--- config.mk ---
export PLATFORM = sky130hd
export DESIGN_NAME = can_rx_top
export DESIGN_NICKNAME = d
export VERILOG_FILES = /design/src/logic/can_pkg.sv /design/src/logic/can_crc.sv /design/src/logic/can_destuff.sv /design/src/logic/can_field_sequencer.sv /design/src/logic/can_record_port.sv /design/src/logic/can_rx_top.sv
export VERILOG_INCLUDE_DIRS = /design/src /design/src/logic
export SDC_FILE = /design/constraint.sdc
export NUM_CORES = 1
export LEC_CHECK = 0
export CAP_MARGIN = 10
export CORE_MARGIN = 10
export CORE_UTILIZATION = 58
export DETAILED_ROUTE_END_ITERATION = 16
export DONT_BUFFER_PORTS = 1
export PLACE_DENSITY_LB_ADDON = 0.25
export SYNTH_ARGS = -nofsm -noshare
export SYNTH_HDL_FRONTEND = slang
export SYNTH_HIERARCHICAL = 1
export SYNTH_SLANG_ARGS = --single-unit
--- constraint.sdc ---
create_clock -name clock -period 24.3 [get_ports clock]
set_input_delay 6.075 -clock clock [delete_from_list [all_inputs] [get_ports clock]]
set_output_delay 6.075 -clock clock [all_outputs]
set_load 0.02 [all_outputs]
--- src/logic/can_params.svh ---
`ifndef CAN_PARAMS_SVH
`define CAN_PARAMS_SVH

// ========================================
// Frame field lengths
// ========================================

`define CAN_ID_A_LEN    11          // Base identifier
`define CAN_ID_B_LEN    18          // Identifier extension
`define CAN_ID_LEN      29          // Base plus extension
`define CAN_DLC_LEN     4           // Data length code
`define CAN_MAX_BYTES   8           // Larger DLC values read as 8
`define CAN_DATA_LEN    64          // Payload register width
`define CAN_CRC_LEN     15

// ========================================
// Bit stream rules
// ========================================

`define CAN_CRC_POLY    15'h4599    // x^15+x^14+x^10+x^8+x^7+x^4+x^3+1
`define CAN_STUFF_RUN   5           // Equal bits before a stuff bit
`define CAN_EOF_LEN     7           // Recessive end-of-frame bits
`define CAN_IDLE_RUN    11          // Recessive bits that close error recovery

`endif

--- src/logic/can_pkg.sv ---
`include "can_params.svh"

package can_pkg;

	// Same 29 bits seen flat or as the two identifier fields
	// Base part is received first, so it sits in the upper bits
	typedef union packed {
		logic [`CAN_ID_LEN-1:0] full;
		struct packed {
			logic [`CAN_ID_A_LEN-1:0] base_id;
			logic [`CAN_ID_B_LEN-1:0] ext_id;   // Stays zero in a base frame
		} parts;
	} can_id_u;

	// Result code carried with every record
	typedef enum logic [2:0] {
		ERR_NONE,
		ERR_STUFF,      // Sixth equal bit in the stuffed region
		ERR_FORM,       // Fixed-form bit with the wrong level
		ERR_CRC,        // Received CRC differs from computed one
		ERR_ACK         // Nobody drove the ACK slot
	} can_err_e;

	// Sequencer position inside the frame
	typedef enum logic [3:0] {
		IDLE, ID_A, SRR_RTR, IDE,
		ID_B, RTR, R1, R0,
		DLC, DATA, CRC, CRC_DELIM,
		ACK_SLOT, ACK_DELIM, EOF, RECOVER
	} can_state_e;

endpackage

--- src/logic/can_crc.sv ---
`timescale 1ns/1ns
`include "can_params.svh"

module can_crc (
	input  logic                    clock,
	input  logic                    reset,
	input  logic                    crc_clear,     // Start of frame
	input  logic                    crc_enable,    // One accepted protected bit
	input  logic                    rx_bit,
	output logic [`CAN_CRC_LEN-1:0] crc_value
);

	logic crc_next;    // Feedback into the polynomial taps

	assign crc_next = rx_bit ^ crc_value[`CAN_CRC_LEN-1];

	// ========================================
	// CRC-15 shift register
	// ========================================

	always_ff @(posedge clock or posedge reset)
	begin
		if (reset)
			crc_value <= '0;
		else if (crc_clear)
			crc_value <= '0;                                 // CAN starts from zero
		else if (crc_enable)
			crc_value <= {crc_value[`CAN_CRC_LEN-2:0], 1'b0}
				^ (`CAN_CRC_POLY & {`CAN_CRC_LEN{crc_next}});
	end

endmodule

--- src/logic/can_destuff.sv ---
`timescale 1ns/1ns
`include "can_params.svh"

module can_destuff (
	input  logic clock,
	input  logic reset,
	input  logic sample_point,
	input  logic rx_bit,
	input  logic stuff_region,    // From the sequencer
	output logic bit_valid,       // Sampled bit carries data
	output logic stuff_error      // Rule broken in this sample
);

	// Last sampled bits, newest in bit 0
	logic [`CAN_STUFF_RUN-1:0] history;
	logic                      run_full;    // History is one long run
	logic                      same_bit;    // New bit extends the run

	// ========================================
	// Run detection
	// ========================================

	assign run_full = (&history) | (~|history);
	assign same_bit = (rx_bit == history[0]);

	// Opposite bit after a full run is the stuff bit itself
	assign bit_valid = ~(stuff_region & run_full & ~same_bit);

	// Equal bit after a full run is never allowed in the region
	assign stuff_error = sample_point & stuff_region & run_full & same_bit;

	// ========================================
	// Bit history
	// ========================================

	// Every sampled bit enters, stuff bits and SOF included,
	// since a stuff bit starts the next run
	always_ff @(posedge clock or posedge reset)
	begin
		if (reset)
			history <= '1;                                   // Idle bus is recessive
		else if (sample_point)
			history <= {history[`CAN_STUFF_RUN-2:0], rx_bit};
	end

endmodule

--- src/logic/can_field_sequencer.sv ---
`timescale 1ns/1ns
`include "can_params.svh"

module can_field_sequencer
	import can_pkg::*;
(
	input  logic                     clock,
	input  logic                     reset,
	input  logic                     sample_point,
	input  logic                     rx_bit,
	input  logic                     bit_valid,      // Not a stuff bit
	input  logic                     stuff_error,
	input  logic [`CAN_CRC_LEN-1:0]  crc_value,      // Computed over SOF to data
	output logic                     stuff_region,
	output logic                     crc_clear,
	output logic                     crc_enable,
	output logic                     record_valid,   // One clock per record
	output can_id_u                  record_id,
	output logic                     record_ide,
	output logic                     record_rtr,
	output logic [`CAN_DLC_LEN-1:0]  record_dlc,
	output logic [`CAN_DATA_LEN-1:0] record_data,
	output can_err_e                 record_error
);

	can_state_e               state;
	can_state_e               state_next;
	logic [5:0]               bit_cnt;       // Shared by all multi-bit fields
	logic [5:0]               cnt_next;
	logic                     take;          // Data bit sampled this clock
	logic                     field_end;     // Last bit of the current field
	logic                     err_hit;
	can_err_e                 err_code;
	logic                     frame_done;    // Last EOF bit accepted
	logic                     srr_rtr;       // RTR of a base frame, SRR of an extended one
	logic [`CAN_CRC_LEN-1:0]  crc_rx;        // CRC field as received
	logic [`CAN_DLC_LEN-1:0]  dlc_raw;
	logic [`CAN_DLC_LEN-1:0]  dlc_clamped;
	logic [`CAN_DLC_LEN-1:0]  dlc_m1;
	logic [5:0]               data_last;     // Index of last data bit

	assign take = sample_point & bit_valid;

	// Region also covers CRC_DELIM, which may still see the stuff bit after the CRC
	assign stuff_region = state inside {[ID_A:CRC_DELIM]};
	assign crc_clear    = take & (state == IDLE) & ~rx_bit;
	assign crc_enable   = take & (state inside {[ID_A:DATA]});

	// ========================================
	// Field lengths
	// ========================================

	assign dlc_raw     = {record_dlc[`CAN_DLC_LEN-2:0], rx_bit};
	assign dlc_clamped = (dlc_raw > 4'(`CAN_MAX_BYTES)) ? 4'(`CAN_MAX_BYTES) : dlc_raw;
	assign dlc_m1      = record_dlc - 4'd1;
	assign data_last   = {dlc_m1[2:0], 3'b111};                  // 8*DLC-1

	always_comb
	begin
		case (state)
			ID_A:    field_end = (bit_cnt == 6'(`CAN_ID_A_LEN - 1));
			ID_B:    field_end = (bit_cnt == 6'(`CAN_ID_B_LEN - 1));
			DLC:     field_end = (bit_cnt == 6'(`CAN_DLC_LEN - 1));
			DATA:    field_end = (bit_cnt == data_last);
			CRC:     field_end = (bit_cnt == 6'(`CAN_CRC_LEN - 1));
			EOF:     field_end = (bit_cnt == 6'(`CAN_EOF_LEN - 1));
			RECOVER: field_end = (bit_cnt == 6'(`CAN_IDLE_RUN - 1));
			default: field_end = 1'b1;                         // Single-bit fields
		endcase
	end

	// ========================================
	// Next state and error detection
	// ========================================

	always_comb
	begin
		state_next = state;
		cnt_next   = bit_cnt;
		err_hit    = 1'b0;
		err_code   = ERR_NONE;
		frame_done = 1'b0;
		if (stuff_error)
		begin
			err_hit  = 1'b1;
			err_code = ERR_STUFF;
		end
		else if (take)
		begin
			cnt_next = field_end ? 6'd0 : bit_cnt + 6'd1;
			case (state)
				IDLE:      if (!rx_bit) state_next = ID_A;       // Dominant SOF
				ID_A:      if (field_end) state_next = SRR_RTR;
				SRR_RTR:   state_next = IDE;
				IDE:
				begin
					if (rx_bit && !srr_rtr)                     // SRR must be recessive
					begin
						err_hit  = 1'b1;
						err_code = ERR_FORM;
					end
					else
						state_next = rx_bit ? ID_B : R0;
				end
				ID_B:      if (field_end) state_next = RTR;
				RTR:       state_next = R1;
				R1:        state_next = R0;
				R0:        state_next = DLC;
				DLC:
				begin
					if (field_end)
						state_next = (dlc_clamped == '0 || record_rtr) ? CRC : DATA;
				end
				DATA:      if (field_end) state_next = CRC;
				CRC:       if (field_end) state_next = CRC_DELIM;
				CRC_DELIM:
				begin
					if (!rx_bit)
					begin
						err_hit  = 1'b1;
						err_code = ERR_FORM;
					end
					else if (crc_value != crc_rx)
					begin
						err_hit  = 1'b1;
						err_code = ERR_CRC;
					end
					else
						state_next = ACK_SLOT;
				end
				ACK_SLOT:
				begin
					if (rx_bit)                                  // No receiver answered
					begin
						err_hit  = 1'b1;
						err_code = ERR_ACK;
					end
					else
						state_next = ACK_DELIM;
				end
				ACK_DELIM, EOF:
				begin
					if (!rx_bit)
					begin
						err_hit  = 1'b1;
						err_code = ERR_FORM;
					end
					else if (state == ACK_DELIM)
						state_next = EOF;
					else if (field_end)
					begin
						frame_done = 1'b1;
						state_next = IDLE;
					end
				end
				RECOVER:
				begin
					if (!rx_bit)
						cnt_next = 6'd0;                         // Run broken, count again
					else if (field_end)
						state_next = IDLE;
				end
				default:   state_next = IDLE;
			endcase
		end
		if (err_hit)
		begin
			state_next = RECOVER;
			cnt_next   = 6'd0;
		end
	end

	// ========================================
	// Control registers
	// ========================================

	always_ff @(posedge clock or posedge reset)
	begin
		if (reset)
		begin
			state        <= IDLE;
			bit_cnt      <= 6'd0;
			record_valid <= 1'b0;
			record_error <= ERR_NONE;
		end
		else
		begin
			state        <= state_next;
			bit_cnt      <= cnt_next;
			record_valid <= err_hit | frame_done;
			if (err_hit | frame_done)
				record_error <= err_code;
		end
	end

	// ========================================
	// Field assembly
	// ========================================

	always_ff @(posedge clock)
	begin
		if (take && !stuff_error)
		begin
			case (state)
				IDLE:
				begin
					if (!rx_bit)                                 // Fresh frame
					begin
						record_id   <= '0;
						record_ide  <= 1'b0;
						record_rtr  <= 1'b0;
						record_dlc  <= '0;
						record_data <= '0;
					end
				end
				ID_A:    record_id.parts.base_id <=
					{record_id.parts.base_id[`CAN_ID_A_LEN-2:0], rx_bit};
				SRR_RTR: srr_rtr <= rx_bit;
				IDE:
				begin
					record_ide <= rx_bit;
					if (!rx_bit)
						record_rtr <= srr_rtr;                   // Base frame RTR
				end
				ID_B:    record_id.parts.ext_id <=
					{record_id.parts.ext_id[`CAN_ID_B_LEN-2:0], rx_bit};
				RTR:     record_rtr <= rx_bit;
				DLC:     record_dlc <= field_end ? dlc_clamped : dlc_raw;
				DATA:    record_data <= {record_data[`CAN_DATA_LEN-2:0], rx_bit};
				CRC:     crc_rx <= {crc_rx[`CAN_CRC_LEN-2:0], rx_bit};
				default: ;
			endcase
		end
	end

endmodule

--- src/logic/can_record_port.sv ---
`timescale 1ns/1ns
`include "can_params.svh"

module can_record_port
	import can_pkg::*;
(
	input  logic                     clock,
	input  logic                     reset,
	input  logic                     record_valid,
	input  can_id_u                  record_id,
	input  logic                     record_ide,
	input  logic                     record_rtr,
	input  logic [`CAN_DLC_LEN-1:0]  record_dlc,
	input  logic [`CAN_DATA_LEN-1:0] record_data,
	input  can_err_e                 record_error,
	input  logic                     record_ack,     // From the consumer
	output logic                     record_req,
	output can_id_u                  out_id,
	output logic                     out_ide,
	output logic                     out_rtr,
	output logic [`CAN_DLC_LEN-1:0]  out_dlc,
	output logic [`CAN_DATA_LEN-1:0] out_data,
	output can_err_e                 out_error,
	output logic                     overrun         // Sticky until reset
);

	logic busy;     // Offering, or waiting for ack to fall
	logic accept;   // Record taken into the holder

	assign busy   = record_req | record_ack;
	assign accept = record_valid & ~busy;

	// ========================================
	// Four-phase handshake
	// ========================================

	always_ff @(posedge clock or posedge reset)
	begin
		if (reset)
		begin
			record_req <= 1'b0;
			overrun    <= 1'b0;
		end
		else
		begin
			if (record_req && record_ack)
				record_req <= 1'b0;                              // Ack seen, withdraw
			else if (accept)
				record_req <= 1'b1;                              // Offer new record
			if (record_valid && busy)
				overrun <= 1'b1;                                 // Bus cannot wait, record lost
		end
	end

	// Held stable while record_req is high
	always_ff @(posedge clock)
	begin
		if (accept)
		begin
			out_id    <= record_id;
			out_ide   <= record_ide;
			out_rtr   <= record_rtr;
			out_dlc   <= record_dlc;
			out_data  <= record_data;
			out_error <= record_error;
		end
	end

endmodule

--- src/logic/can_rx_top.sv ---
`timescale 1ns/1ns
`include "can_params.svh"

module can_rx_top
	import can_pkg::*;
(
	input  logic                     clock,
	input  logic                     reset,
	input  logic                     rx_bit,         // Recessive 1, dominant 0
	input  logic                     sample_point,   // One clock per bit
	input  logic                     record_ack,
	output logic                     record_req,
	output can_id_u                  out_id,
	output logic                     out_ide,
	output logic                     out_rtr,
	output logic [`CAN_DLC_LEN-1:0]  out_dlc,
	output logic [`CAN_DATA_LEN-1:0] out_data,
	output can_err_e                 out_error,
	output logic                     overrun
);

	// Decode to execute
	logic                     stuff_region;
	logic                     bit_valid;
	logic                     stuff_error;
	// Execute to CRC
	logic                     crc_clear;
	logic                     crc_enable;
	logic [`CAN_CRC_LEN-1:0]  crc_value;
	// Execute to result
	logic                     record_valid;
	can_id_u                  record_id;
	logic                     record_ide;
	logic                     record_rtr;
	logic [`CAN_DLC_LEN-1:0]  record_dlc;
	logic [`CAN_DATA_LEN-1:0] record_data;
	can_err_e                 record_error;

	can_destuff u_can_destuff (
		.clock        (clock),
		.reset        (reset),
		.sample_point (sample_point),
		.rx_bit       (rx_bit),
		.stuff_region (stuff_region),
		.bit_valid    (bit_valid),
		.stuff_error  (stuff_error)
	);

	can_crc u_can_crc (
		.clock      (clock),
		.reset      (reset),
		.crc_clear  (crc_clear),
		.crc_enable (crc_enable),
		.rx_bit     (rx_bit),
		.crc_value  (crc_value)
	);

	can_field_sequencer u_can_field_sequencer (
		.clock        (clock),
		.reset        (reset),
		.sample_point (sample_point),
		.rx_bit       (rx_bit),
		.bit_valid    (bit_valid),
		.stuff_error  (stuff_error),
		.crc_value    (crc_value),
		.stuff_region (stuff_region),
		.crc_clear    (crc_clear),
		.crc_enable   (crc_enable),
		.record_valid (record_valid),
		.record_id    (record_id),
		.record_ide   (record_ide),
		.record_rtr   (record_rtr),
		.record_dlc   (record_dlc),
		.record_data  (record_data),
		.record_error (record_error)
	);

	can_record_port u_can_record_port (
		.clock        (clock),
		.reset        (reset),
		.record_valid (record_valid),
		.record_id    (record_id),
		.record_ide   (record_ide),
		.record_rtr   (record_rtr),
		.record_dlc   (record_dlc),
		.record_data  (record_data),
		.record_error (record_error),
		.record_ack   (record_ack),
		.record_req   (record_req),
		.out_id       (out_id),
		.out_ide      (out_ide),
		.out_rtr      (out_rtr),
		.out_dlc      (out_dlc),
		.out_data     (out_data),
		.out_error    (out_error),
		.overrun      (overrun)
	);

endmodule

==> flow_summary_export.csv <==
group,metric,value,unit
outcome,status,"completed",
timing,final-setup-viol-count,0,
clock_network,cts_buffer_depth,3,
route,ant_nets,0,
finish,drive_gt1_frac,0.102,
synth,synth_cell_types,75,
route,viasPerCell,5.87,
route,avgRoutedWirePerCell,20.9,um
placed_design,io_buffers,0,
placed_design,dp_hpwl,11900,um
power,leakage,0.00380,uW
synth,synthArstFlopShare,0.142,
floorplan,start_util,0.594,
power,peakVddDrop,0.0739,mV
floorplan,std_cell_rows,47,
global_routing,grt_pass1_wl,28600,um
clock_network,cts.clk_slew.worst_paths,0.06,ns
setup_path,r2r_end,"u_can_field_sequencer/bit_cnt[3]",
clock_network,holdBufCountCts,0,
route,wirelength,18300,um
clock_network,htreeDepth,1,
flow_run,max_cap_viol_count,0,
timing,finClkSkew,0.0166,ns
synth,synth_edf_count,217,
timing,tightest_slew,0.924,ns
finish,fillers,1143,
floorplan,die_y,151,um
setup_path,critPathMaxFanout,19,
global_routing,grt_pass1_vias,5017,
finish,diodes,0,
synth,netlist_instances,636,
timing,max_freq,128,MHz
setup_path,worstRegToRegCells,10,
setup_path,crit_start,"rx_bit",
clock_network,clockRootBuffer,"clkbuf_16",
setup_path,r2r-start,"u_can_field_sequencer/state[3]",
route,drt_first_pass_iters,5,
clock_network,cts_setup_buffers,0,
min_path,hold_path_class,"flop to flop",
synth,syn_nets,644,
global_routing,antenna_found_initial,0,
setup_path,crit_arrival,8.24,ns
floorplan,dieArea,22700,um^2
route,drc_errors,0,
clock_network,cts_resized,0,
setup_path,crit_path_end,"u_can_field_sequencer/bit_cnt[3]",
setup_path,rrSetupSlack,20.74,ns
setup_path,cp.required,24.71,ns
floorplan,die_x,151,um
setup_path,end_kind,"flop",
placed_design,routabilityCongestion,0.927,
timing,relSlewSlack,0.384,
timing,grt_setup_unrepaired,"false",
timing,min_period,7.84,ns
synth,synth-main-ff-cell,"edfxtp_1",
timing,slew_violations,0,
global_routing,grt_usage,0.157,
finish,fin_nets,652,
clock_network,clock_latency,0.51,ns
synth,ys_ff_latch,253,
floorplan,ios,109,
route,vias,5150,
placed_design,dpl-instance-area,10100,um^2
finish,area_growth,9.98,%
synth,avgSynthCellArea,15.5,um^2
timing,final_hold_viol_count,0,
route,drt_iter0_markers,620,
global_routing,grt.overflow.total,0,
min_path,hold_path_depth,0,
synth,yosysSeqAreaShare,0.751,
clock_network,numClockSinks,253,
timing,min_period_over_period,0.322,
clock_network,numCtsBuffers,25,
synth,syn_area,9890,um^2
timing,tns,0,ns
clock_network,cts_tree,"built",
power,power.density,115,nW/um^2
global_routing,grt_max_degree,74,
synth,synth_warnings,6,
setup_path,crit_type,"input port to flop",
finish,fin_area,10900,um^2
setup_path,cp-start-kind,"input port",
floorplan,core_area,16600,um^2
-- worst max-delay path, stage by stage --
cell and delay [ns]:
xnor2_1 0.11, nand3b_1 0.17, nand2_1 0.23, or3_1 0.19, or4b_2 0.61, o211ai_2 0.16
o311a_1 0.35, nand2_1 0.15, o22ai_1 0.22
-- layout make-up --
type	count	area (um^2)	area share
Clock inverter	11	86.3	0.00794
Inverter	20	75.1	0.00690
Timing Repair Buffer	9	67.6	0.00621
Sequential cell	253	7420	0.683
Multi-Input combinational cell	335	2300	0.212
Clock buffer	30	644	0.0593
Tap cell	220	275	0.0253
-- worst min path at each step --
stage | start | to | slack [ns]
2_1_floorplan | u_can_field_sequencer/record_data[63] | u_can_record_port/out_data[63] | 0.40
3_3_place_gp | u_can_field_sequencer/record_data[63] | u_can_record_port/out_data[63] | 0.40
3_5_place_dp | u_can_field_sequencer/record_id[17] | u_can_record_port/out_id[17] | 0.40
4_1_cts | u_can_field_sequencer/record_id[17] | u_can_record_port/out_id[17] | 0.42
5_1_grt | u_can_field_sequencer/record_data[63] | u_can_record_port/out_data[63] | 0.43
6_report | u_can_field_sequencer/record_id[17] | u_can_record_port/out_id[17] | 0.42
-- metal layers --
metal,global-route usage,vias up,wire [um]
li1,-,2366,-
met1,0.215,2563,7810
met2,0.250,190,8830
met3,0.0375,31,1350
met4,0.0414,0,321
met5,0,-,0
-- synth_stat cells (3+ instances only) --
cell type	number	share of area
edfxtp_1	217	0.66
and2_1	94	0.059
nor2_1	33	0.013
dfrtp_1	31	0.078
nand2_1	22	0.0084
inv_1	20	0.0076
xor2_1	20	0.018
clkbuf_1	17	0.0065
a21oi_1	14	0.0071
nand3_1	12	0.0061
nor3_1	12	0.0061
mux2i_1	9	0.0091
nand2b_1	9	0.0057
nor4_1	6	0.0038
xnor2_1	6	0.0053
buf_2	5	0.0025
dfstp_2	5	0.013
mux2_1	5	0.0057
nand4b_1	5	0.0044
o311ai_0	5	0.0044
o21ai_0	4	0.0020
o22ai_1	4	0.0025
a211o_1	3	0.0027
a21o_1	3	0.0023
a31oi_1	3	0.0019
a41o_1	3	0.0030
and3_1	3	0.0019
buf_4	3	0.0023
ha_1	3	0.0038
nand3b_1	3	0.0023
nand4_1	3	0.0019
nor2b_1	3	0.0019
o21ai_1	3	0.0015
-- per-stage QoR --
step           hold WS [ns]   util  setup slack (ns)  total power [uW]  std cells
4_1_cts               0.418  0.653             16.51              1260        878
3_3_place_gp          0.403  0.610             16.10               899        837
3_5_place_dp          0.405  0.610             15.99               913        837
2_1_floorplan         0.400      -             10.67               846        636
6_report              0.418  0.653             16.47              1260        878
5_1_grt               0.429  0.653             16.29              1320        878
-- layout by cell type (no fill, tap or decap), drive strengths merged, types with 3 or more instances in the layout --
master | netlist | final
ha | 3 | 3
clkinv | 0 | 9
a211o | 3 | 3
o22ai | 6 | 6
nand4 | 3 | 3
xor2 | 20 | 20
mux2 | 5 | 5
xnor2 | 6 | 6
o21ai | 7 | 7
nor3 | 12 | 12
and2 | 94 | 94
nand3b | 3 | 3
a21o | 3 | 3
nor2b | 3 | 3
nor2 | 34 | 34
nand4b | 5 | 5
o311ai | 7 | 7
or2 | 3 | 3
a41o | 3 | 3
nand3 | 12 | 12
edfxtp | 217 | 217
a21oi | 14 | 14
clkbuf | 18 | 30
and3 | 3 | 3
dfrtp | 31 | 31
mux2i | 9 | 9
dfstp | 5 | 5
a31oi | 3 | 3
nand2b | 9 | 9
nor4 | 6 | 6
buf | 10 | 9
nand2 | 22 | 22
inv | 20 | 20
-- cells by family after synthesis --
group / synth area share
compound gates: 0.0549
xor+xnor: 0.0230
fa+ha+maj: 0.00380
buf+inv: 0.0209
flops: 0.751
mux: 0.0148
simple gates: 0.132
-- report_power, final --
| group | switching (uW) | internal [uW] |
|---|---|---|
| Combinational | 152 | 97.3 |
| Sequential | 93.5 | 565 |
| Clock | 150 | 198 |
-- state kept, by name, summed over array words and instances, names as in the netlist, 3 cells and up --
register	cells
u_can_field_sequencer/record_data	64
u_can_record_port/out_data	64
u_can_field_sequencer/record_id	29
u_can_record_port/out_id	29
u_can_crc/crc_value	15
u_can_field_sequencer/crc_rx	15
u_can_field_sequencer/bit_cnt	6
u_can_destuff/history	5
u_can_field_sequencer/record_dlc	4
u_can_field_sequencer/state	4
u_can_record_port/out_dlc	4
u_can_field_sequencer/record_error	3
u_can_record_port/out_error	3
(Power assumes the default switching activity.)
